==> src/ulpi_tx_pkg.sv <==
`default_nettype none

// Shared types and constants for the ULPI transmit path
package ulpi_tx_pkg;

  // One byte on the ULPI data bus
  typedef logic [7:0] byte_t;

  // USB CRC16 remainder
  typedef logic [15:0] crc16_t;

  // USB packet identifier, the low nibble of a TXCMD
  typedef logic [3:0] pid_t;

  // One byte headed for the PHY
  // last means STP goes out in place of this byte
  typedef struct packed {
    byte_t data;
    logic  last;
  } ulpi_beat_t;

  // One byte of the link-side packet stream
  // keep low marks an end of packet with no data byte
  typedef struct packed {
    byte_t data;
    logic  keep;
    logic  last;
  } usb_beat_t;

  // Encoder states, one-hot
  typedef enum logic [9:0] {
    TX_IDLE = 10'h001,
    TX_XPID = 10'h002,
    TX_DATA = 10'h004,
    TX_CRC0 = 10'h008,
    TX_CRC1 = 10'h010,
    TX_LAST = 10'h020,
    TX_DONE = 10'h040,
    TX_INIT = 10'h080,
    TX_REGW = 10'h100,
    TX_STOP = 10'h200
  } tx_state_e;

  // Transmit command without PID
  // Also the prefix that is ORed with the PID nibble
  localparam byte_t TXCMD_NOPID = 8'h40;

  // Beat that turns into a single STP cycle
  localparam ulpi_beat_t STOP_BEAT = '{data: 8'h00, last: 1'b1};

  // USB CRC16 seed
  localparam crc16_t CRC16_INIT = 16'hFFFF;

  // x^16 + x^15 + x^2 + 1, fed LSB first
  localparam crc16_t CRC16_POLY = 16'h8005;

endpackage

`default_nettype wire

==> src/ulpi_encoder.sv <==
`timescale 1ns/10ps
`default_nettype none

// ULPI transmit FSM
// Picks the source of every byte towards the skid loader
module ulpi_encoder
  import ulpi_tx_pkg::*;
(
  input  wire              clock,
  input  wire              reset,
  input  wire              high_speed_i,
  // Packet stream
  input  wire              s_valid_i,
  input  wire usb_beat_t   s_beat_i,
  input  wire pid_t        s_pid_i,
  output logic             s_ready_o,
  // PHY commands, level requests
  input  wire              phy_write_i,
  input  wire              phy_nopid_i,
  input  wire              phy_stop_i,
  input  wire byte_t       phy_addr_i,
  input  wire byte_t       phy_data_i,
  input  wire              hsk_send_i,
  input  wire              ulpi_dir_i,
  // Status
  output logic             encode_idle_o,
  output logic             usb_busy_o,
  output logic             usb_done_o,
  output logic             phy_busy_o,
  output logic             phy_done_o,
  output logic             hsk_done_o,
  // CRC unit
  input  wire crc16_t      crc_i,
  output logic             crc_clear_o,
  output logic             crc_step_o,
  output byte_t            crc_byte_o,
  // Skid loader
  input  wire              src_ready_i,
  input  wire              tmp_ready_i,
  input  wire              head_valid_i,
  input  wire              head_taken_i,
  input  wire              head_last_i,
  output logic             src_valid_o,
  output ulpi_beat_t       src_beat_o,
  output logic             tmp_valid_o,
  output ulpi_beat_t       tmp_beat_o
);

  tx_state_e state_q;
  tx_state_e state_d;

  logic  dir_q;
  logic  hold;
  // Kind of the running sequence, latched while idle
  logic  hsk_q;
  logic  phy_q;
  logic  nopid_q;
  // Blocks a level request that is still high after its done pulse
  logic  lock_q;
  logic  usb_done_q;
  logic  hsk_done_q;
  logic  phy_done_q;

  logic  src_fire;
  logic  s_fire;
  logic  done_evt;
  logic  nopid_done;
  logic  any_req;
  byte_t pid_cmd;

  // PHY owns the bus while DIR is high and for the turnaround cycle after
  assign hold    = ulpi_dir_i | dir_q;
  assign pid_cmd = TXCMD_NOPID | byte_t'(s_pid_i);
  assign any_req = hsk_send_i | phy_write_i | phy_nopid_i | phy_stop_i;

  assign src_fire = src_valid_o & src_ready_i;
  assign s_fire   = s_valid_i & s_ready_o;

  // Byte source mux
  always_comb begin
    s_ready_o   = 1'b0;
    src_valid_o = 1'b0;
    src_beat_o  = '0;
    tmp_valid_o = 1'b0;
    tmp_beat_o  = '0;
    if (!hold) begin
      case (state_q)
        TX_XPID: begin
          src_beat_o = '{data: pid_cmd, last: 1'b0};
          if (hsk_q) begin
            // PID and STP go in together, needs an empty buffer
            src_valid_o = tmp_ready_i;
            tmp_valid_o = tmp_ready_i;
            tmp_beat_o  = STOP_BEAT;
          end else begin
            src_valid_o = 1'b1;
          end
        end
        TX_DATA: begin
          // End marker is consumed without a byte
          s_ready_o   = src_ready_i;
          src_valid_o = s_valid_i & s_beat_i.keep;
          src_beat_o  = '{data: s_beat_i.data, last: 1'b0};
        end
        TX_CRC0: begin
          src_valid_o = 1'b1;
          src_beat_o  = '{data: crc_i[7:0], last: 1'b0};
        end
        TX_CRC1: begin
          src_valid_o = 1'b1;
          src_beat_o  = '{data: crc_i[15:8], last: 1'b0};
        end
        TX_LAST, TX_STOP: begin
          src_valid_o = 1'b1;
          src_beat_o  = STOP_BEAT;
        end
        TX_INIT: begin
          if (nopid_q) begin
            src_valid_o = 1'b1;
            src_beat_o  = '{data: TXCMD_NOPID, last: 1'b0};
          end else begin
            // Register address in head, value in temp
            src_valid_o = tmp_ready_i;
            src_beat_o  = '{data: phy_addr_i, last: 1'b0};
            tmp_valid_o = tmp_ready_i;
            tmp_beat_o  = '{data: phy_data_i, last: 1'b0};
          end
        end
        TX_REGW: begin
          // STP queued behind the register value, lands once temp frees
          src_valid_o = ~nopid_q;
          src_beat_o  = STOP_BEAT;
        end
        default: begin
        end
      endcase
    end
  end

  // Next state, frozen across DIR and turnaround
  always_comb begin
    state_d = state_q;
    if (!hold) begin
      case (state_q)
        TX_IDLE: begin
          // Start only with a drained skid buffer
          if (!head_valid_i && src_ready_i) begin
            if (high_speed_i) begin
              if ((hsk_send_i && !lock_q) || s_valid_i) begin
                state_d = TX_XPID;
              end
            end else if (!lock_q) begin
              if (phy_write_i || phy_nopid_i) begin
                state_d = TX_INIT;
              end else if (phy_stop_i) begin
                state_d = TX_STOP;
              end
            end
          end
        end
        TX_XPID: if (src_fire) state_d = hsk_q ? TX_DONE : TX_DATA;
        TX_DATA: begin
          if (s_fire && (!s_beat_i.keep || s_beat_i.last)) begin
            state_d = TX_CRC0;
          end
        end
        TX_CRC0: if (src_fire) state_d = TX_CRC1;
        TX_CRC1: if (src_fire) state_d = TX_LAST;
        TX_LAST: if (src_fire) state_d = TX_DONE;
        // Wait for the STP cycle itself
        TX_DONE: if (head_last_i) state_d = TX_IDLE;
        TX_INIT: if (src_fire) state_d = TX_REGW;
        TX_REGW: begin
          if (nopid_q) begin
            // NOPID ends once the PHY takes the command byte
            if (head_taken_i && src_ready_i) state_d = TX_IDLE;
          end else if (src_fire) begin
            state_d = TX_DONE;
          end
        end
        TX_STOP: if (src_fire) state_d = TX_DONE;
        default: state_d = TX_IDLE;
      endcase
    end
  end

  assign done_evt   = (state_q == TX_DONE) && (state_d == TX_IDLE);
  assign nopid_done = (state_q == TX_REGW) && nopid_q && (state_d == TX_IDLE);

  always_ff @(posedge clock) begin
    if (reset) begin
      state_q    <= TX_IDLE;
      dir_q      <= 1'b0;
      hsk_q      <= 1'b0;
      phy_q      <= 1'b0;
      nopid_q    <= 1'b0;
      lock_q     <= 1'b0;
      usb_done_q <= 1'b0;
      hsk_done_q <= 1'b0;
      phy_done_q <= 1'b0;
    end else begin
      state_q <= state_d;
      dir_q   <= ulpi_dir_i;
      // Captured every idle cycle, the exit cycle wins
      if (state_q == TX_IDLE) begin
        hsk_q   <= high_speed_i & hsk_send_i & ~lock_q;
        phy_q   <= ~high_speed_i;
        nopid_q <= ~phy_write_i;
      end
      if (done_evt || nopid_done) begin
        lock_q <= 1'b1;
      end else if (!any_req) begin
        lock_q <= 1'b0;
      end
      usb_done_q <= done_evt & ~hsk_q & ~phy_q;
      hsk_done_q <= done_evt & hsk_q;
      phy_done_q <= (done_evt & phy_q) | nopid_done;
    end
  end

  // CRC restarts on every PID and sees only data bytes
  assign crc_clear_o = (state_q == TX_XPID);
  assign crc_step_o  = s_fire & s_beat_i.keep;
  assign crc_byte_o  = s_beat_i.data;

  assign encode_idle_o = (state_q == TX_IDLE);
  assign usb_busy_o    = (state_q != TX_IDLE);
  assign phy_busy_o    = (state_q != TX_IDLE) && (state_q != TX_DONE);
  assign usb_done_o    = usb_done_q;
  assign hsk_done_o    = hsk_done_q;
  assign phy_done_o    = phy_done_q;

endmodule

`default_nettype wire

==> src/ulpi_skid_loader.sv <==
`timescale 1ns/10ps
`default_nettype none

// Two-entry output register in front of the ULPI pins
// Head entry drives the bus, temp entry catches the byte in flight
// Temp entry can also be loaded directly for two-byte sequences
module ulpi_skid_loader
  import ulpi_tx_pkg::*;
(
  input  wire              clock,
  input  wire              reset,
  // Normal source path
  input  wire              s_valid_i,
  input  wire ulpi_beat_t  s_beat_i,
  output logic             s_ready_o,
  // Direct load of the temp entry
  input  wire              t_valid_i,
  input  wire ulpi_beat_t  t_beat_i,
  output logic             t_ready_o,
  // Head towards the PHY, ready is NXT
  output logic             m_valid_o,
  output ulpi_beat_t       m_beat_o,
  input  wire              m_ready_i,
  // ULPI pins
  output byte_t            ulpi_data_o,
  output logic             ulpi_stp_o
);

  logic       head_v;
  logic       tmp_v;
  ulpi_beat_t head_q;
  ulpi_beat_t tmp_q;

  logic head_pop;
  logic head_free;
  logic s_fire;
  logic t_fire;

  // A last beat is STP and leaves after one cycle, NXT or not
  assign head_pop  = head_v & (m_ready_i | head_q.last);
  assign head_free = ~head_v | head_pop;

  // Source is taken while the temp entry is free
  assign s_ready_o = ~tmp_v;
  // Direct load only into an empty buffer, so a paired source beat lands in head
  assign t_ready_o = ~head_v & ~tmp_v;

  assign s_fire = s_valid_i & s_ready_o;
  assign t_fire = t_valid_i & t_ready_o;

  // Occupancy, whole buffer empties after the STP cycle
  always_ff @(posedge clock) begin
    if (reset || (head_v && head_q.last)) begin
      head_v <= 1'b0;
      tmp_v  <= 1'b0;
    end else begin
      if (head_free) begin
        head_v <= tmp_v | s_fire;
      end
      if (t_fire) begin
        tmp_v <= 1'b1;
      end else if (s_fire && !head_free) begin
        // Head is stuck on NXT, park the new byte
        tmp_v <= 1'b1;
      end else if (head_free) begin
        // Parked byte moves up into head
        tmp_v <= 1'b0;
      end
    end
  end

  // Payload, temp entry has priority over the source when head frees up
  always_ff @(posedge clock) begin
    if (head_free) begin
      head_q <= tmp_v ? tmp_q : s_beat_i;
    end
    if (t_fire) begin
      tmp_q <= t_beat_i;
    end else if (s_fire && !head_free) begin
      tmp_q <= s_beat_i;
    end
  end

  assign m_valid_o = head_v;
  assign m_beat_o  = head_q;

  // Bus is zero while idle and during STP
  assign ulpi_stp_o  = head_v & head_q.last;
  assign ulpi_data_o = (head_v && !head_q.last) ? head_q.data : 8'h00;

endmodule

`default_nettype wire

==> src/ulpi_tx_top.sv <==
`timescale 1ns/10ps
`default_nettype none

// ULPI link transmitter, encoder plus CRC plus output buffer
module ulpi_tx_top
  import ulpi_tx_pkg::*;
(
  input  wire             clock,
  input  wire             reset,
  input  wire             high_speed_i,
  input  wire             s_valid_i,
  input  wire usb_beat_t  s_beat_i,
  input  wire pid_t       s_pid_i,
  output logic            s_ready_o,
  input  wire             phy_write_i,
  input  wire             phy_nopid_i,
  input  wire             phy_stop_i,
  input  wire byte_t      phy_addr_i,
  input  wire byte_t      phy_data_i,
  input  wire             hsk_send_i,
  output logic            encode_idle_o,
  output logic            usb_busy_o,
  output logic            usb_done_o,
  output logic            phy_busy_o,
  output logic            phy_done_o,
  output logic            hsk_done_o,
  input  wire             ulpi_dir_i,
  input  wire             ulpi_nxt_i,
  output logic            ulpi_stp_o,
  output byte_t           ulpi_data_o
);

  logic       src_valid;
  logic       src_ready;
  ulpi_beat_t src_beat;
  logic       tmp_valid;
  logic       tmp_ready;
  ulpi_beat_t tmp_beat;
  logic       head_valid;
  ulpi_beat_t head_beat;
  logic       head_taken;
  logic       head_last;
  logic       crc_clear;
  logic       crc_step;
  byte_t      crc_byte;
  crc16_t     crc;

  // NXT takes the byte on the bus, a last head is the STP cycle
  assign head_taken = head_valid & ulpi_nxt_i;
  assign head_last  = head_valid & head_beat.last;

  ulpi_encoder u_encoder (
    .clock         (clock),
    .reset         (reset),
    .high_speed_i  (high_speed_i),
    .s_valid_i     (s_valid_i),
    .s_beat_i      (s_beat_i),
    .s_pid_i       (s_pid_i),
    .s_ready_o     (s_ready_o),
    .phy_write_i   (phy_write_i),
    .phy_nopid_i   (phy_nopid_i),
    .phy_stop_i    (phy_stop_i),
    .phy_addr_i    (phy_addr_i),
    .phy_data_i    (phy_data_i),
    .hsk_send_i    (hsk_send_i),
    .ulpi_dir_i    (ulpi_dir_i),
    .encode_idle_o (encode_idle_o),
    .usb_busy_o    (usb_busy_o),
    .usb_done_o    (usb_done_o),
    .phy_busy_o    (phy_busy_o),
    .phy_done_o    (phy_done_o),
    .hsk_done_o    (hsk_done_o),
    .crc_i         (crc),
    .crc_clear_o   (crc_clear),
    .crc_step_o    (crc_step),
    .crc_byte_o    (crc_byte),
    .src_ready_i   (src_ready),
    .tmp_ready_i   (tmp_ready),
    .head_valid_i  (head_valid),
    .head_taken_i  (head_taken),
    .head_last_i   (head_last),
    .src_valid_o   (src_valid),
    .src_beat_o    (src_beat),
    .tmp_valid_o   (tmp_valid),
    .tmp_beat_o    (tmp_beat)
  );

  usb_crc16 u_crc16 (
    .clock   (clock),
    .reset   (reset),
    .clear_i (crc_clear),
    .step_i  (crc_step),
    .byte_i  (crc_byte),
    .crc_o   (crc)
  );

  ulpi_skid_loader u_skid (
    .clock       (clock),
    .reset       (reset),
    .s_valid_i   (src_valid),
    .s_beat_i    (src_beat),
    .s_ready_o   (src_ready),
    .t_valid_i   (tmp_valid),
    .t_beat_i    (tmp_beat),
    .t_ready_o   (tmp_ready),
    .m_valid_o   (head_valid),
    .m_beat_o    (head_beat),
    .m_ready_i   (ulpi_nxt_i),
    .ulpi_data_o (ulpi_data_o),
    .ulpi_stp_o  (ulpi_stp_o)
  );

endmodule

`default_nettype wire

==> src/usb_crc16.sv <==
`timescale 1ns/10ps
`default_nettype none

// Running USB CRC16 over the payload bytes of one packet
module usb_crc16
  import ulpi_tx_pkg::*;
(
  input  wire         clock,
  input  wire         reset,
  input  wire         clear_i,
  input  wire         step_i,
  input  wire byte_t  byte_i,
  output crc16_t      crc_o
);

  crc16_t crc_q;

  // Advance the remainder by eight bits, bit 0 of the byte first
  // Remainder is kept MSB-first, so the feedback tap is bit 15
  function automatic crc16_t crc16_byte(input crc16_t crc, input byte_t data);
    crc16_t c;
    logic   fb;
    c = crc;
    for (int i = 0; i < 8; i++) begin
      fb = c[15] ^ data[i];
      c  = {c[14:0], 1'b0};
      if (fb) begin
        c = c ^ CRC16_POLY;
      end
    end
    return c;
  endfunction

  // Clear wins over step, the encoder never asks for both
  always_ff @(posedge clock) begin
    if (reset || clear_i) begin
      crc_q <= CRC16_INIT;
    end else if (step_i) begin
      crc_q <= crc16_byte(crc_q, byte_i);
    end
  end

  // Wire value is the complement, bit-reversed
  // Low byte of crc_o goes out first
  always_comb begin
    for (int i = 0; i < 16; i++) begin
      crc_o[i] = ~crc_q[15-i];
    end
  end

endmodule

`default_nettype wire
==> config.mk <==
export PLATFORM = sky130hd
export DESIGN_NAME = ulpi_tx_top
export DESIGN_NICKNAME = d
export VERILOG_FILES = /design/src/ulpi_tx_pkg.sv /design/src/ulpi_encoder.sv /design/src/ulpi_skid_loader.sv /design/src/ulpi_tx_top.sv /design/src/usb_crc16.sv
export SDC_FILE = /design/constraint.sdc
export NUM_CORES = 1
export LEC_CHECK = 0
export ABC_AREA = 1
export BUFFER_PORTS_ARGS = -buffer_cell sky130_fd_sc_hd__clkbuf_2
export CAP_MARGIN = 40
export CORE_MARGIN = 5
export CORE_UTILIZATION = 45
export CTS_BUF_LIST = sky130_fd_sc_hd__clkbuf_8
export CTS_CLUSTER_SIZE = 25
export DETAILED_ROUTE_END_ITERATION = 6
export PLACE_DENSITY = 0.63
export REMOVE_ABC_BUFFERS = 1
export SYNTH_ARGS = -nofsm -noshare
export SYNTH_HDL_FRONTEND = slang
export SYNTH_HIERARCHICAL = 1
export SYNTH_SLANG_ARGS = --single-unit
export TNS_END_PERCENT = 50
==> constraint.sdc <==
create_clock -name clock -period 3.85 [get_ports clock]
set_input_delay 0.77 -clock clock [delete_from_list [all_inputs] [get_ports clock]]
set_output_delay 0.77 -clock clock [all_outputs]
set_load 0.02 [all_outputs]
==> Word level (Yosys, flattened, before mapping) <==
Cells that the tools add are included.
{ "word_totals": {"in_bits": 40, "reg_bits": 54, "elab_cells": 186, "out_inout_bits": 16} }
{ "classes": {"n_reduce_logical": 27, "n_bitwise": 63, "mux": 66, "n_eq_ne": 14} }
{ "op_table": {"columns": ["op", "count"], "rows": [
  ["2-to-1 mux 16 bit", 22],
  ["2-to-1 mux 10 bit", 16],
  ["one-hot mux 10 bit (9 select lines)", 1],
  ["2-to-1 mux 9 bit", 7],
  ["one-hot mux 9 bit (6 select lines)", 1],
  ["NOT 1 bit", 24],
  ["NOT 3 bit", 8],
  ["== test 10 x 1 -> 1 bit, second input constant", 2],
  ["one-hot mux 9 bit (2 select lines)", 1],
  ["bitwise AND 1 bit", 15],
  ["2-to-1 mux 1 bit", 14],
  ["logical AND 1 bit", 11],
  ["== test 10 bit, second input constant", 1],
  ["== test 10 x 2 -> 1 bit, second input constant", 1],
  ["== test 10 x 3 -> 1 bit, second input constant", 1],
  ["== test 10 x 4 -> 1 bit, second input constant", 1],
  ["== test 10 x 5 -> 1 bit, second input constant", 1],
  ["== test 10 x 6 -> 1 bit, second input constant", 1],
  ["== test 10 x 7 -> 1 bit, second input constant", 1],
  ["== test 10 x 8 -> 1 bit, second input constant", 1],
  ["== test 10 x 9 -> 1 bit, second input constant", 1],
  ["inequality test 10 x 1 -> 1 bit, second input constant", 1],
  ["inequality test 10 x 7 -> 1 bit, second input constant", 1],
  ["2-to-1 mux 8 bit", 1],
  ["other kinds (13)", 36]
]} }

==> Depth between registers and ports, before layout <==
Gate-level depths: netlist (run 1).
{ "logic_depth": {"depth_word": 33, "depth_mapped": 20, "depth_no_buf": 20} }

==> Cells and area by module <==
The synthesis (run 1) kept the hierarchy.
{ "by_module_without_submodules": {"columns": ["mod", "cells_each", "seq_area_each_um2", "area_per_inst_um2", "n_inst"], "rows": [
  ["ulpi_encoder", 337, 360.3, 1991.9, 1],
  ["ulpi_skid_loader", 105, 580.6, 969.7, 1],
  ["usb_crc16", 129, 320.3, 947.2, 1],
  ["ulpi_tx_top", 4, 0.0, 15.0, 1]
]} }

==> Least setup slack after synthesis (run 1) <==
Ideal clock, no wire load.
{ "synth_path": {"path_type": "flip-flop to flip-flop", "start": "reg u_encoder.state_q[5]", "end": "reg u_skid/tmp_q[0] in the netlist's numbering, enable pin", "synth_period_minus_slack_ps": 3455, "t_arrival_ps": 3068, "required_ps": 3463, "stages_incl_launch_ff": 11, "setup_time_ps": 387, "path_buffers": 1, "slack_ps": 395, "cell_sequence": "dfxtp_1 > nor2_2 > nand2_2 > nor3_1 > inv_1 > nor2_1 > clkinv_1 > a2111oi_0 > nand2_4 > buf_6 > o21ai_0"} }
{ "synth_between": {"elab_cells_between_ends": 17, "cone_classes": "eq/ne (8); mux (4); bitwise (2); reduce/logical (3)"} }
{ "synth_lines": {"columns": ["element", "line", "rtl"], "rows": [
  ["from (decl)", "ulpi_encoder.sv:49", "tx_state_e state_q;"],
  ["from (signal assigned)", "ulpi_encoder.sv:202", "state_q <= state_d;"],
  ["== test 10 x 8 -> 1 bit / == test 10 x 2 -> 1 bit (equally long branches)", "ulpi_encoder.sv:87", "case (state_q)"],
  ["one-hot mux 1 bit (2 select lines) *", "ulpi_encoder.sv:87", null],
  ["2-to-1 mux 1 bit *", "ulpi_encoder.sv:86", "if (!hold) begin"],
  ["named net tmp_valid", "ulpi_tx_top.sv:36", "logic tmp_valid;"],
  ["bitwise AND 1 bit *", "ulpi_skid_loader.sv:49", "assign t_fire = t_valid_i & t_ready_o;"],
  ["nonzero test 2 bit (no source line) *", null, null],
  ["to (signal assigned)", "ulpi_skid_loader.sv:78", "tmp_q <= t_beat_i;"],
  ["to (signal assigned)", "ulpi_skid_loader.sv:80", "tmp_q <= s_beat_i;"],
  ["to (decl)", "ulpi_skid_loader.sv:32", "ulpi_beat_t tmp_q;"]
]} }
Mark *: on every way through the listed nets, which the timed path passes. The rest lies on a longest branch.
A chain may end at the register's enable or synchronous reset.

==> Worst setup path after layout (run 1) <==
{ "layout_path": {"start": "reg u_encoder.state_q[2]", "end": "reg u_skid/tmp_q[8] in the netlist's numbering, enable pin"} }
The elaborated chain is that of the path after synthesis.

==> results of run 1 <==
-- worst max-delay path, delay by kind of cell, from the launching register on --
| family | cells | cell delay [ns] |
|---|---|---|
| AO/OA/AOI/OAI | 2 | 0.62 |
| buffers and inverters | 4 | 0.85 |
| flip-flops | 1 | 0.35 |
| AND/OR/NAND/NOR | 5 | 1.13 |
-- report_power, final --
group          internal (W)  leakage [nW]  total (W)  switching (W)
registers          0.000591         0.479   0.000601     0.00000929
logic             0.0000659          1.62   0.000200       0.000134
clock network      0.000124        0.0467   0.000313       0.000188
total              0.000782          2.15    0.00111       0.000331
-- layout make-up --
class                      instances  area (um^2)
tap                              108          135
sequential                        54         1260
multi-input combinational        402         2180
timing repair buffer              60          310
clock buffer                       5         68.8
fill                             874         4250
inverter                         100          375
clock inverter                     3         15.0
-- registers in the layout, indices dropped and copies added, names as in the netlist, 9 cells and up --
signal,flops
u_crc16/crc_q,16
u_encoder/state_q,10
u_skid/m_beat_o,9
u_skid/tmp_q,9
-- stage by stage --
step           TNS (ns)  cell area (um^2)  instances  hold WS, ns  worst slack (ns)
6_report              0              4340        732        0.475             0.595
5_1_grt               0              4340        732        0.490             0.268
4_1_cts               0              4340        732        0.471             0.544
3_5_place_dp          0              4260        724        0.455             0.549
3_3_place_gp          0              4250        723        0.450             0.586
2_1_floorplan     -5.75              3810        556        0.431            -0.782
-- metal layers --
layer | wire length (um) | up-vias | part of all wire, %
met4 | 60 | 0 | 0.59
met3 | 630 | 4 | 6.1
met1 | 4700 | 1680 | 46
met2 | 4860 | 109 | 47
li1 | - | 1937 | -
met5 | 0 | - | 0
-- cell families (layout without fill, tap and decap cells) --
logic type | Yosys count | after routing | share of synthesized area [%]
flip-flops | 54 | 54 | 32.1
AO/OA/AOI/OAI | 90 | 90 | 15.0
XOR/XNOR | 9 | 9 | 3.16
buffers and inverters | 119 | 168 | 12.5
AND/OR/NAND/NOR | 303 | 303 | 37.2
-- worst paths after layout --
path | from | end | slack (ns)
setup / recovery | u_encoder/state_q[2]$_SDFF_PP0_ | u_skid/tmp_q[8]$_DFFE_PP_ | 0.60
hold / removal | u_encoder/phy_q$_SDFFE_PP0P_ | u_encoder/usb_done_o$_SDFF_PP0_ | 0.48
setup reg to reg | u_encoder/state_q[2]$_SDFF_PP0_ | u_skid/tmp_q[8]$_DFFE_PP_ | 0.60
hold reg to reg | u_encoder/phy_q$_SDFFE_PP0P_ | u_encoder/usb_done_o$_SDFF_PP0_ | 0.48
-- cell usage in the layout, fill, tap and decap left out, types with 3 or more instances in the layout --
| master | count |
|---|---|
| nand3_1 | 27 |
| dfxtp_1 | 36 |
| inv_1 | 92 |
| buf_4 | 4 |
| nor3_2 | 3 |
| a211oi_1 | 4 |
| a21oi_1 | 20 |
| nand2_4 | 5 |
| nor2_1 | 71 |
| o21ai_1 | 8 |
| inv_2 | 6 |
| nand2_2 | 13 |
| o211ai_1 | 13 |
| a41oi_1 | 3 |
| clkbuf_2 | 55 |
| nand3_2 | 7 |
| a221oi_1 | 4 |
| xor2_1 | 5 |
| a31oi_1 | 4 |
| clkinv_1 | 4 |
| nor3_1 | 6 |
| nand2_1 | 144 |
| a21oi_2 | 11 |
| edfxtp_1 | 18 |
| nor2_2 | 8 |
| nand4_1 | 6 |
| o21ai_0 | 17 |
| nor2_4 | 6 |
| clkbuf_8 | 5 |
==> impl_metrics.toml, run 1 <==
[cts]
cts_sinks = 54
cts_resized = 0
clock_path_buffers = 2
htreeDepth = 2
cts_tree = "yes"
clock_latency_ns = 0.31
path_clk_slew_ns = 0.10
cts-root-buf = "clkbuf_8"
postCtsSetupBuffers = 0
hold_buffers = 0
cts_buffers = 5

[logic_synthesis]
synth_seq_cells = 54
synth_top_area_share_pct = 18.4
synth_area_leaders = "dfxtp_1, edfxtp_1, nand2_1, inv_1, nor2_1"
synth.distinct_cells = 43
synthTopCellsByCount = "nand2_1, inv_1, nor2_1"
seq_area_frac_synth_pct = 32.1
synthArstFlopShare_pct = 0
yosysWarnings = 6
yosysTopAreaCell = "dfxtp_1"
synthFlopType = "dfxtp_1"
synth-edff-count = 18
synth.cell_area_um2 = 3920
syn_inst = 575
avgSynthCellArea_um2 = 6.82
yosysMostFrequentCell = "nand2_1"

[final_layout]
area_growth_pct = 10.7
drive_above_1_share_pct = 21.5
finalCoreUtilization_pct = 50.5
diodes = 0
nNetsFinal = 663

[job]
cap_violations = 0

[detailed_routing]
via_per_inst = 5.10
first_iter_violations = 289
antenna_left = 0
dr.pass1.iters = 5
vias = 3730
drc = 0
wl_mm = 10.2
wl_per_cell_um = 14.0

[global_routing]
overflow = 0
grt_pass1_vias = 3437
antenna_found_initial = 0
gr-usage-met2_pct = 32.8
grt_use_met1_pct = 27.2
grtUsageTotal_pct = 19.8
grt_max_degree = 26
use_met3_pct = 2.88
grt_pass1_wl_mm = 16.6
grt-busiest-layer = "met2"

[timing]
hold_viol = 0
tightest_slew_ns = 0.549
slew_headroom_pct = 63.3
fin_worst_skew_ns = 0.0110
fmax_mhz = 307
slew_viol_final = 0
setup_viol_count_final = 0
min_period_over_period_pct = 84.5
grt_setup_unrepaired = "false"
period_minus_slack_ns = 3.25

[setup_path]
critPathArrivalTime_ns = 3.27
critPathRequiredTime_ns = 3.86
slowest_delay_ns = 0.43
critPathCaptureType = "flip-flop"
critPathKind = "reg2reg"
cp_max_fo = 17
start_kind = "flip-flop"
timing.critical_path.mode_cell = "nor2_1"
worstPathCellList = "nor2_1 -> nand2_2 -> nor3_1 -> inv_1 -> nor2_1 -> clkinv_1 -> a2111oi_0 -> buf_4 -> nand2_4 -> o21ai_0 -> buf_2"
critPathSlowestCell = "a2111oi_0"
ff2ff_path_depth = 11

[placement]
io_buffer_count = 55
hpwl_mm = 8.24
gp_congestion = 0.955

[floorplan]
die-width_um = 103
pin_count = 56
core_um2 = 8590
fp.dieArea_um2 = 10700
start_util_pct = 45.7
rows = 34
chipHeight_um = 103

[pwr]
peakVddDrop_mv = 0.169
power_w = 0.00111
power_leakage_nw = 2.15
powerDensity_nw_per_um2 = 256

[hold_path]
worst_hold_path.num_cells = 1
hold_path.class = "reg2reg"

[outcome]
status = "finished clean"
No activity file was read; power rests on OpenSTA's default activity.
==> run 2, diff against run 1 <==
--- a/config.mk
+++ b/config.mk
@@ -5,7 +5,7 @@
 export SDC_FILE = /design/constraint.sdc
 export NUM_CORES = 1
 export LEC_CHECK = 0
-export ABC_AREA = 1
+export ABC_AREA = 0
 export BUFFER_PORTS_ARGS = -buffer_cell sky130_fd_sc_hd__clkbuf_2
 export CAP_MARGIN = 40
 export CORE_MARGIN = 5
@@ -13,7 +13,7 @@
 export CTS_BUF_LIST = sky130_fd_sc_hd__clkbuf_8
 export CTS_CLUSTER_SIZE = 25
 export DETAILED_ROUTE_END_ITERATION = 6
-export PLACE_DENSITY = 0.63
+export PLACE_DENSITY = 0.66
 export REMOVE_ABC_BUFFERS = 1
 export SYNTH_ARGS = -nofsm -noshare
 export SYNTH_HDL_FRONTEND = slang
==> constraint.sdc (replaced) <==
create_clock -name clock -period 2.6 [get_ports clock]
set_input_delay 0.52 -clock clock [delete_from_list [all_inputs] [get_ports clock]]
set_output_delay 0.52 -clock clock [all_outputs]
set_load 0.02 [all_outputs]
==> impl_metrics.toml, run 2 <==
[hold_path]
hold_path.class = "in2reg"

[logic_synthesis]
yosysMostFrequentCell = "nor2_1"
synthFlopType = "dfxtp_1"
yosysWarnings = 6
synthTopCellsByCount = "nor2_1, dfxtp_1, nand2_1"
synth_seq_cells = 54
synth_top_area_share_pct = 19.3
synth.distinct_cells = 76
synth-edff-count = 18
avgSynthCellArea_um2 = 8.68
synthArstFlopShare_pct = 0
synth_area_leaders = "dfxtp_1, edfxtp_1, nor2_1, nand2_1, xnor2_1"
synth.cell_area_um2 = 3740
yosysTopAreaCell = "dfxtp_1"
seq_area_frac_synth_pct = 33.7
syn_inst = 431

[final_layout]
area_growth_pct = 19.7
nNetsFinal = 547
final_common_cell = "clkbuf_2"
layout_common_cells = "clkbuf_2, buf_4, nor2_1"
diodes = 0
largestRegisters = "u_crc16/crc_q (16), u_encoder/state_q (10)"
fillers = 764
drive_above_1_share_pct = 28.7
top_register = "u_crc16/crc_q"
largest_reg_flops = 16

[detailed_routing]
antenna_left = 0
wl_mm = 10.5
vias = 3524
dr.pass1.iters = 6
first_iter_violations = 393
via_per_inst = 5.75
wl_per_cell_um = 17.2
drc = 0

[cts]
cts-root-buf = "clkbuf_8"
clock_path_buffers = 2
cts_buffers = 5
postCtsSetupBuffers = 0
htreeDepth = 2
cts_tree = "yes"
cts_sinks = 54
clock_latency_ns = 0.31
path_clk_slew_ns = 0.10

[global_routing]
grt_pass1_wl_mm = 17.2
grt_pass1_vias = 3405
grtUsageTotal_pct = 21.0
grt_max_degree = 33
overflow = 0
antenna_found_initial = 0

[setup_path]
worstPathCellList = "or3_4 -> or4_4 -> nor4b_1 -> and2_4 -> mux2_1"
critPathKind = "reg2reg"
critPathSlowestCell = "or4_4"
cp_top_family = "simple AND/OR/NAND/NOR gates"
critPathCaptureType = "flip-flop"
cp_max_fo = 11
critPathRequiredTime_ns = 2.66
critPathArrivalTime_ns = 2.58
worst-path-buf-inv = 0
start_kind = "flip-flop"
slowest_delay_ns = 0.53

[pwr]
powerDensity_nw_per_um2 = 387
power.clock.fraction_pct = 27.3
p_sw_share_pct = 29.1
power_leakage_nw = 2.01
switchingPower_w = 0.000505
internal_power_w = 0.00123
peakVddDrop_mv = 0.315
p_comb_share_pct = 21.1
p_seq_share_pct = 51.6

[timing]
grt_setup_unrepaired = "true"
setup_viol_count_final = 0
hold_viol = 0
worst_slack_ns = 0.0796
fmax_mhz = 397
tightest_slew_ns = 0.649
slew_headroom_pct = 56.6
period_minus_slack_ns = 2.52
setup_tns_ns = 0
min_period_over_period_pct = 96.9
slew_viol_final = 0
fin_worst_skew_ns = 0.00762

[floorplan]
core_um2 = 8180
start_util_pct = 45.8
rows = 33
fp.dieArea_um2 = 10200
pin_count = 56
chipHeight_um = 101
die-width_um = 101

[placement]
gp_congestion = 0.997
io_buffer_count = 55
hpwl_mm = 8.36
place_ws_ns = 0.0666

[outcome]
status = "finished clean"

[job]
cap_violations = 0
run 2: cell count changes after synthesis, sizes merged, moves of 6 or more:
| cell | change |
|---|---|
| nor2b | +7 |
| nor2 | -48 |
| nor4 | +6 |
| mux2 | +18 |
| nand3 | -28 |
| nand2 | -127 |
| xnor2 | +14 |
| and3 | +16 |
| clkbuf | +11 |
| a21oi | -10 |
| and2 | +15 |
| inv | -70 |
| o21ai | -11 |
| a22oi | +9 |
run 2: power groups by stage:
stage	Combinational, W	Sequential (W)	Clock, W
floorplan	0.000193	0.000917	0
global placement	0.000356	0.000911	0
detailed placement	0.000355	0.000912	0
CTS	0.000360	0.000893	0.000488
global route	0.000396	0.000896	0.000517
finish	0.000366	0.000894	0.000473
run 2: stage by stage:
stage	power (W)	hold slack, ns	cells	area (um^2)	utilization (%)
6_report	0.00173	0.461	613	4480	54.8
5_1_grt	0.00181	0.470	613	4480	54.8
4_1_cts	0.00174	0.452	613	4450	54.4
3_5_place_dp	0.00127	0.473	605	4350	53.2
3_3_place_gp	0.00127	0.458	605	4350	53.2
2_1_floorplan	0.00111	0.437	396	3550	-
run 2: layer usage:
layer | wire, um | track usage [%]
met1 | 4630 | 28.8
met2 | 4920 | 34.4
met3 | 760 | 3.37
met4 | 197 | 5.52
met5 | 0 | 0
run 2: final cells by class:
type	instances	area (um^2)	share of cell area, %
timing repair buffer	104	668	14.9
clock buffer	5	68.8	1.54
inverter	26	97.6	2.18
tap	105	131	2.93
sequential	54	1260	28.2
clock inverter	3	17.5	0.391
multi-input combinational	316	2230	49.8
run 2: path summary, 6_finish.rpt:
check	slack, ns	depth (start not counted)	startpoint	endpoint
setup / recovery	0.08	5	u_encoder/state_q[4]$_SDFF_PP0_	u_skid/tmp_q[6]$_DFFE_PP_
hold / removal	0.46	2	ulpi_dir_i	u_encoder/dir_q$_SDFF_PP0_
setup reg to reg	0.08	5	u_encoder/state_q[4]$_SDFF_PP0_	u_skid/tmp_q[6]$_DFFE_PP_
hold reg to reg	0.50	2	u_crc16/crc_q[6]$_SDFFE_PP1P_	u_crc16/crc_q[14]$_SDFFE_PP1P_
run 2: cells by family (layout without fill, tap and decap cells):
| group | count (synthesis) | in the layout | synth area share, % |
|---|---|---|---|
| AO/OA/AOI/OAI | 107 | 107 | 20.7 |
| XOR/XNOR | 24 | 24 | 6.62 |
| buffers and inverters | 61 | 138 | 7.69 |
| flip-flops | 54 | 54 | 33.7 |
| multiplexers | 18 | 18 | 6.22 |
| AND/OR/NAND/NOR | 167 | 167 | 25.1 |
run 2: what timing repair did:
action                                  in CTS  in global routing
resized for setup                            2                  7
pin swaps                                    0                  1
endpoints found under the setup margin       1                 24
cloned                                       0                  0
hold buffers                                 0                  0
==> run 3, diff against run 2 <==
--- a/config.mk
+++ b/config.mk
@@ -6,14 +6,16 @@
 export NUM_CORES = 1
 export LEC_CHECK = 0
 export ABC_AREA = 0
-export BUFFER_PORTS_ARGS = -buffer_cell sky130_fd_sc_hd__clkbuf_2
 export CAP_MARGIN = 40
+export CORE_ASPECT_RATIO = 0.9
 export CORE_MARGIN = 5
 export CORE_UTILIZATION = 45
 export CTS_BUF_LIST = sky130_fd_sc_hd__clkbuf_8
 export CTS_CLUSTER_SIZE = 25
 export DETAILED_ROUTE_END_ITERATION = 6
-export PLACE_DENSITY = 0.66
+export DONT_BUFFER_PORTS = 1
+export GPL_TIMING_DRIVEN = 0
+export PLACE_DENSITY = 0.6
 export REMOVE_ABC_BUFFERS = 1
 export SYNTH_ARGS = -nofsm -noshare
 export SYNTH_HDL_FRONTEND = slang
==> impl_metrics.toml, run 3 (same netlist as run 2, synthesis figures left out) <==
[outcome]
status = "finished with violations"
violations = "setup timing"

[cts]
cts_tree = "yes"
htreeDepth = 2
clock_latency_ns = 0.31
cts_buffers = 5
clock_path_buffers = 2
cts_sinks = 54
path_clk_slew_ns = 0.10
cts-root-buf = "clkbuf_8"
hold_buffers = 0

[final_layout]
drive_above_1_share_pct = 17.9
layout_common_cells = "nor2_1, nand2_1, dfxtp_1"
largest_reg_flops = 16
stdcell_count = 518
design_area_um2 = 4030
final_common_cell = "nor2_1"
diodes = 0
top_register = "u_crc16/crc_q"
finalCoreUtilization_pct = 50.0
area_growth_pct = 7.83
nNetsFinal = 458
largestRegisters = "u_crc16/crc_q (16), u_encoder/state_q (10)"

[timing]
setup_tns_ns = -0.0279
hold_viol = 0
slew_viol_final = 0
grt_setup_unrepaired = "true"
period_minus_slack_ns = 2.60
min_period_over_period_pct = 100
tightest_slew_ns = 0.616
setup_viol_count_final = 8
fmax_mhz = 384
fin_worst_skew_ns = 0.00815
worst_slack_ns = -0.00417
slew_headroom_pct = 58.8

[setup_path]
slowest_delay_ns = 0.55
cp_max_fo = 13
critPathArrivalTime_ns = 2.61
critPathRequiredTime_ns = 2.61
start_kind = "flip-flop"
worstPathCellList = "or3_4 -> or4_4 -> a21oi_4 -> o22ai_1 -> inv_1 -> a41o_2"
critPathCaptureType = "flip-flop"
critPathSlowestCell = "or4_4"
critPathKind = "reg2reg"

[floorplan]
pin_count = 56
rows = 31
core_um2 = 8070
chipHeight_um = 96.5
fp.dieArea_um2 = 10200
die-width_um = 106
start_util_pct = 46.4

[detailed_routing]
dr.pass1.iters = 5
wl_per_cell_um = 19.5
wl_mm = 10.1
first_iter_violations = 294
via_per_inst = 6.17
drc = 0
vias = 3197
antenna_left = 0

[placement]
io_buffer_count = 0
placed_cells = 501
place_ws_ns = -0.917
placed_area_um2 = 3730
gp_congestion = 0.915
hpwl_mm = 7.25

[global_routing]
overflow = 0
grt_pass1_vias = 2997
antenna_found_initial = 0
grt_max_degree = 25
grt_pass1_wl_mm = 16.2
grtUsageTotal_pct = 19.9

[job]
cap_violations = 0

[hold_path]
hold_path.class = "in2reg"

[pwr]
power_leakage_nw = 1.63
peakVddDrop_mv = 0.230
powerDensity_nw_per_um2 = 410
## run 3: cell count changes in the layout (fill, tap and decap cells not counted), sizes merged
cell,change
buf,-35
clkbuf,-55
clkinvlp,+1
inv,-1
and2,+1
## run 3: where the power goes
group | total, W | internal (W) | switching (W)
clock network | 0.000472 | 0.000189 | 0.000283
registers | 0.000915 | 0.000877 | 0.0000373
logic | 0.000268 | 0.000109 | 0.000158
total | 0.00165 | 0.00118 | 0.000479
## run 3: through the flow
step,power (W),hold slack [ns]
2_1_floorplan,0.00111,0.437
3_3_place_gp,0.00117,0.451
3_5_place_dp,0.00117,0.458
4_1_cts,0.00166,0.248
5_1_grt,0.00173,0.245
6_report,0.00165,0.260
## run 3: what timing repair did
| item | 4_1_cts | 5_1_grt |
|---|---|---|
| gates resized for setup | 26 | 15 |
| setup endpoints to repair | 51 | 40 |
| pin swaps | 5 | 6 |
| setup buffers | 4 | 4 |
| gates cloned | 1 | 0 |
## run 3: routing by layer
| layer | GRT usage, % | up-vias | share of wire, % |
|---|---|---|---|
| met2 | 30.9 | 122 | 43 |
| met3 | 4.58 | 13 | 8.3 |
| li1 | - | 1533 | - |
| met4 | 4.10 | 0 | 1.2 |
| met5 | 0 | - | 0 |
| met1 | 28.5 | 1529 | 47 |
## run 3: cell type report
type | count | area (um^2)
repair buffers | 14 | 125
clock buffers | 5 | 68.8
flip-flops and latches | 54 | 1280
fillers | 789 | 4030
well taps | 99 | 124
clock inverters | 3 | 17.5
inverters | 26 | 101
multi-input cells | 317 | 2320
## run 3: path summary, 6_finish.rpt
check                                    end  slack (ns)  cells after the start                             from
max                u_skid/tmp_q[8]$_DFFE_PP_      -0.004                      6  u_encoder/state_q[2]$_SDFF_PP0_
min          u_encoder/state_q[7]$_SDFF_PP0_        0.26                      1                            reset
max reg2reg        u_skid/tmp_q[8]$_DFFE_PP_      -0.004                      6  u_encoder/state_q[2]$_SDFF_PP0_
min reg2reg   u_crc16/crc_q[12]$_SDFFE_PP1P_        0.48                      2    u_crc16/crc_q[4]$_SDFFE_PP1P_
## run 3: worst max-delay path: cells and delay by family, from the launching register on
family,cells,cell delay [ns]
compound gates,3,0.72
buf+inv,1,0.17
flops,1,0.42
simple gates,2,0.98
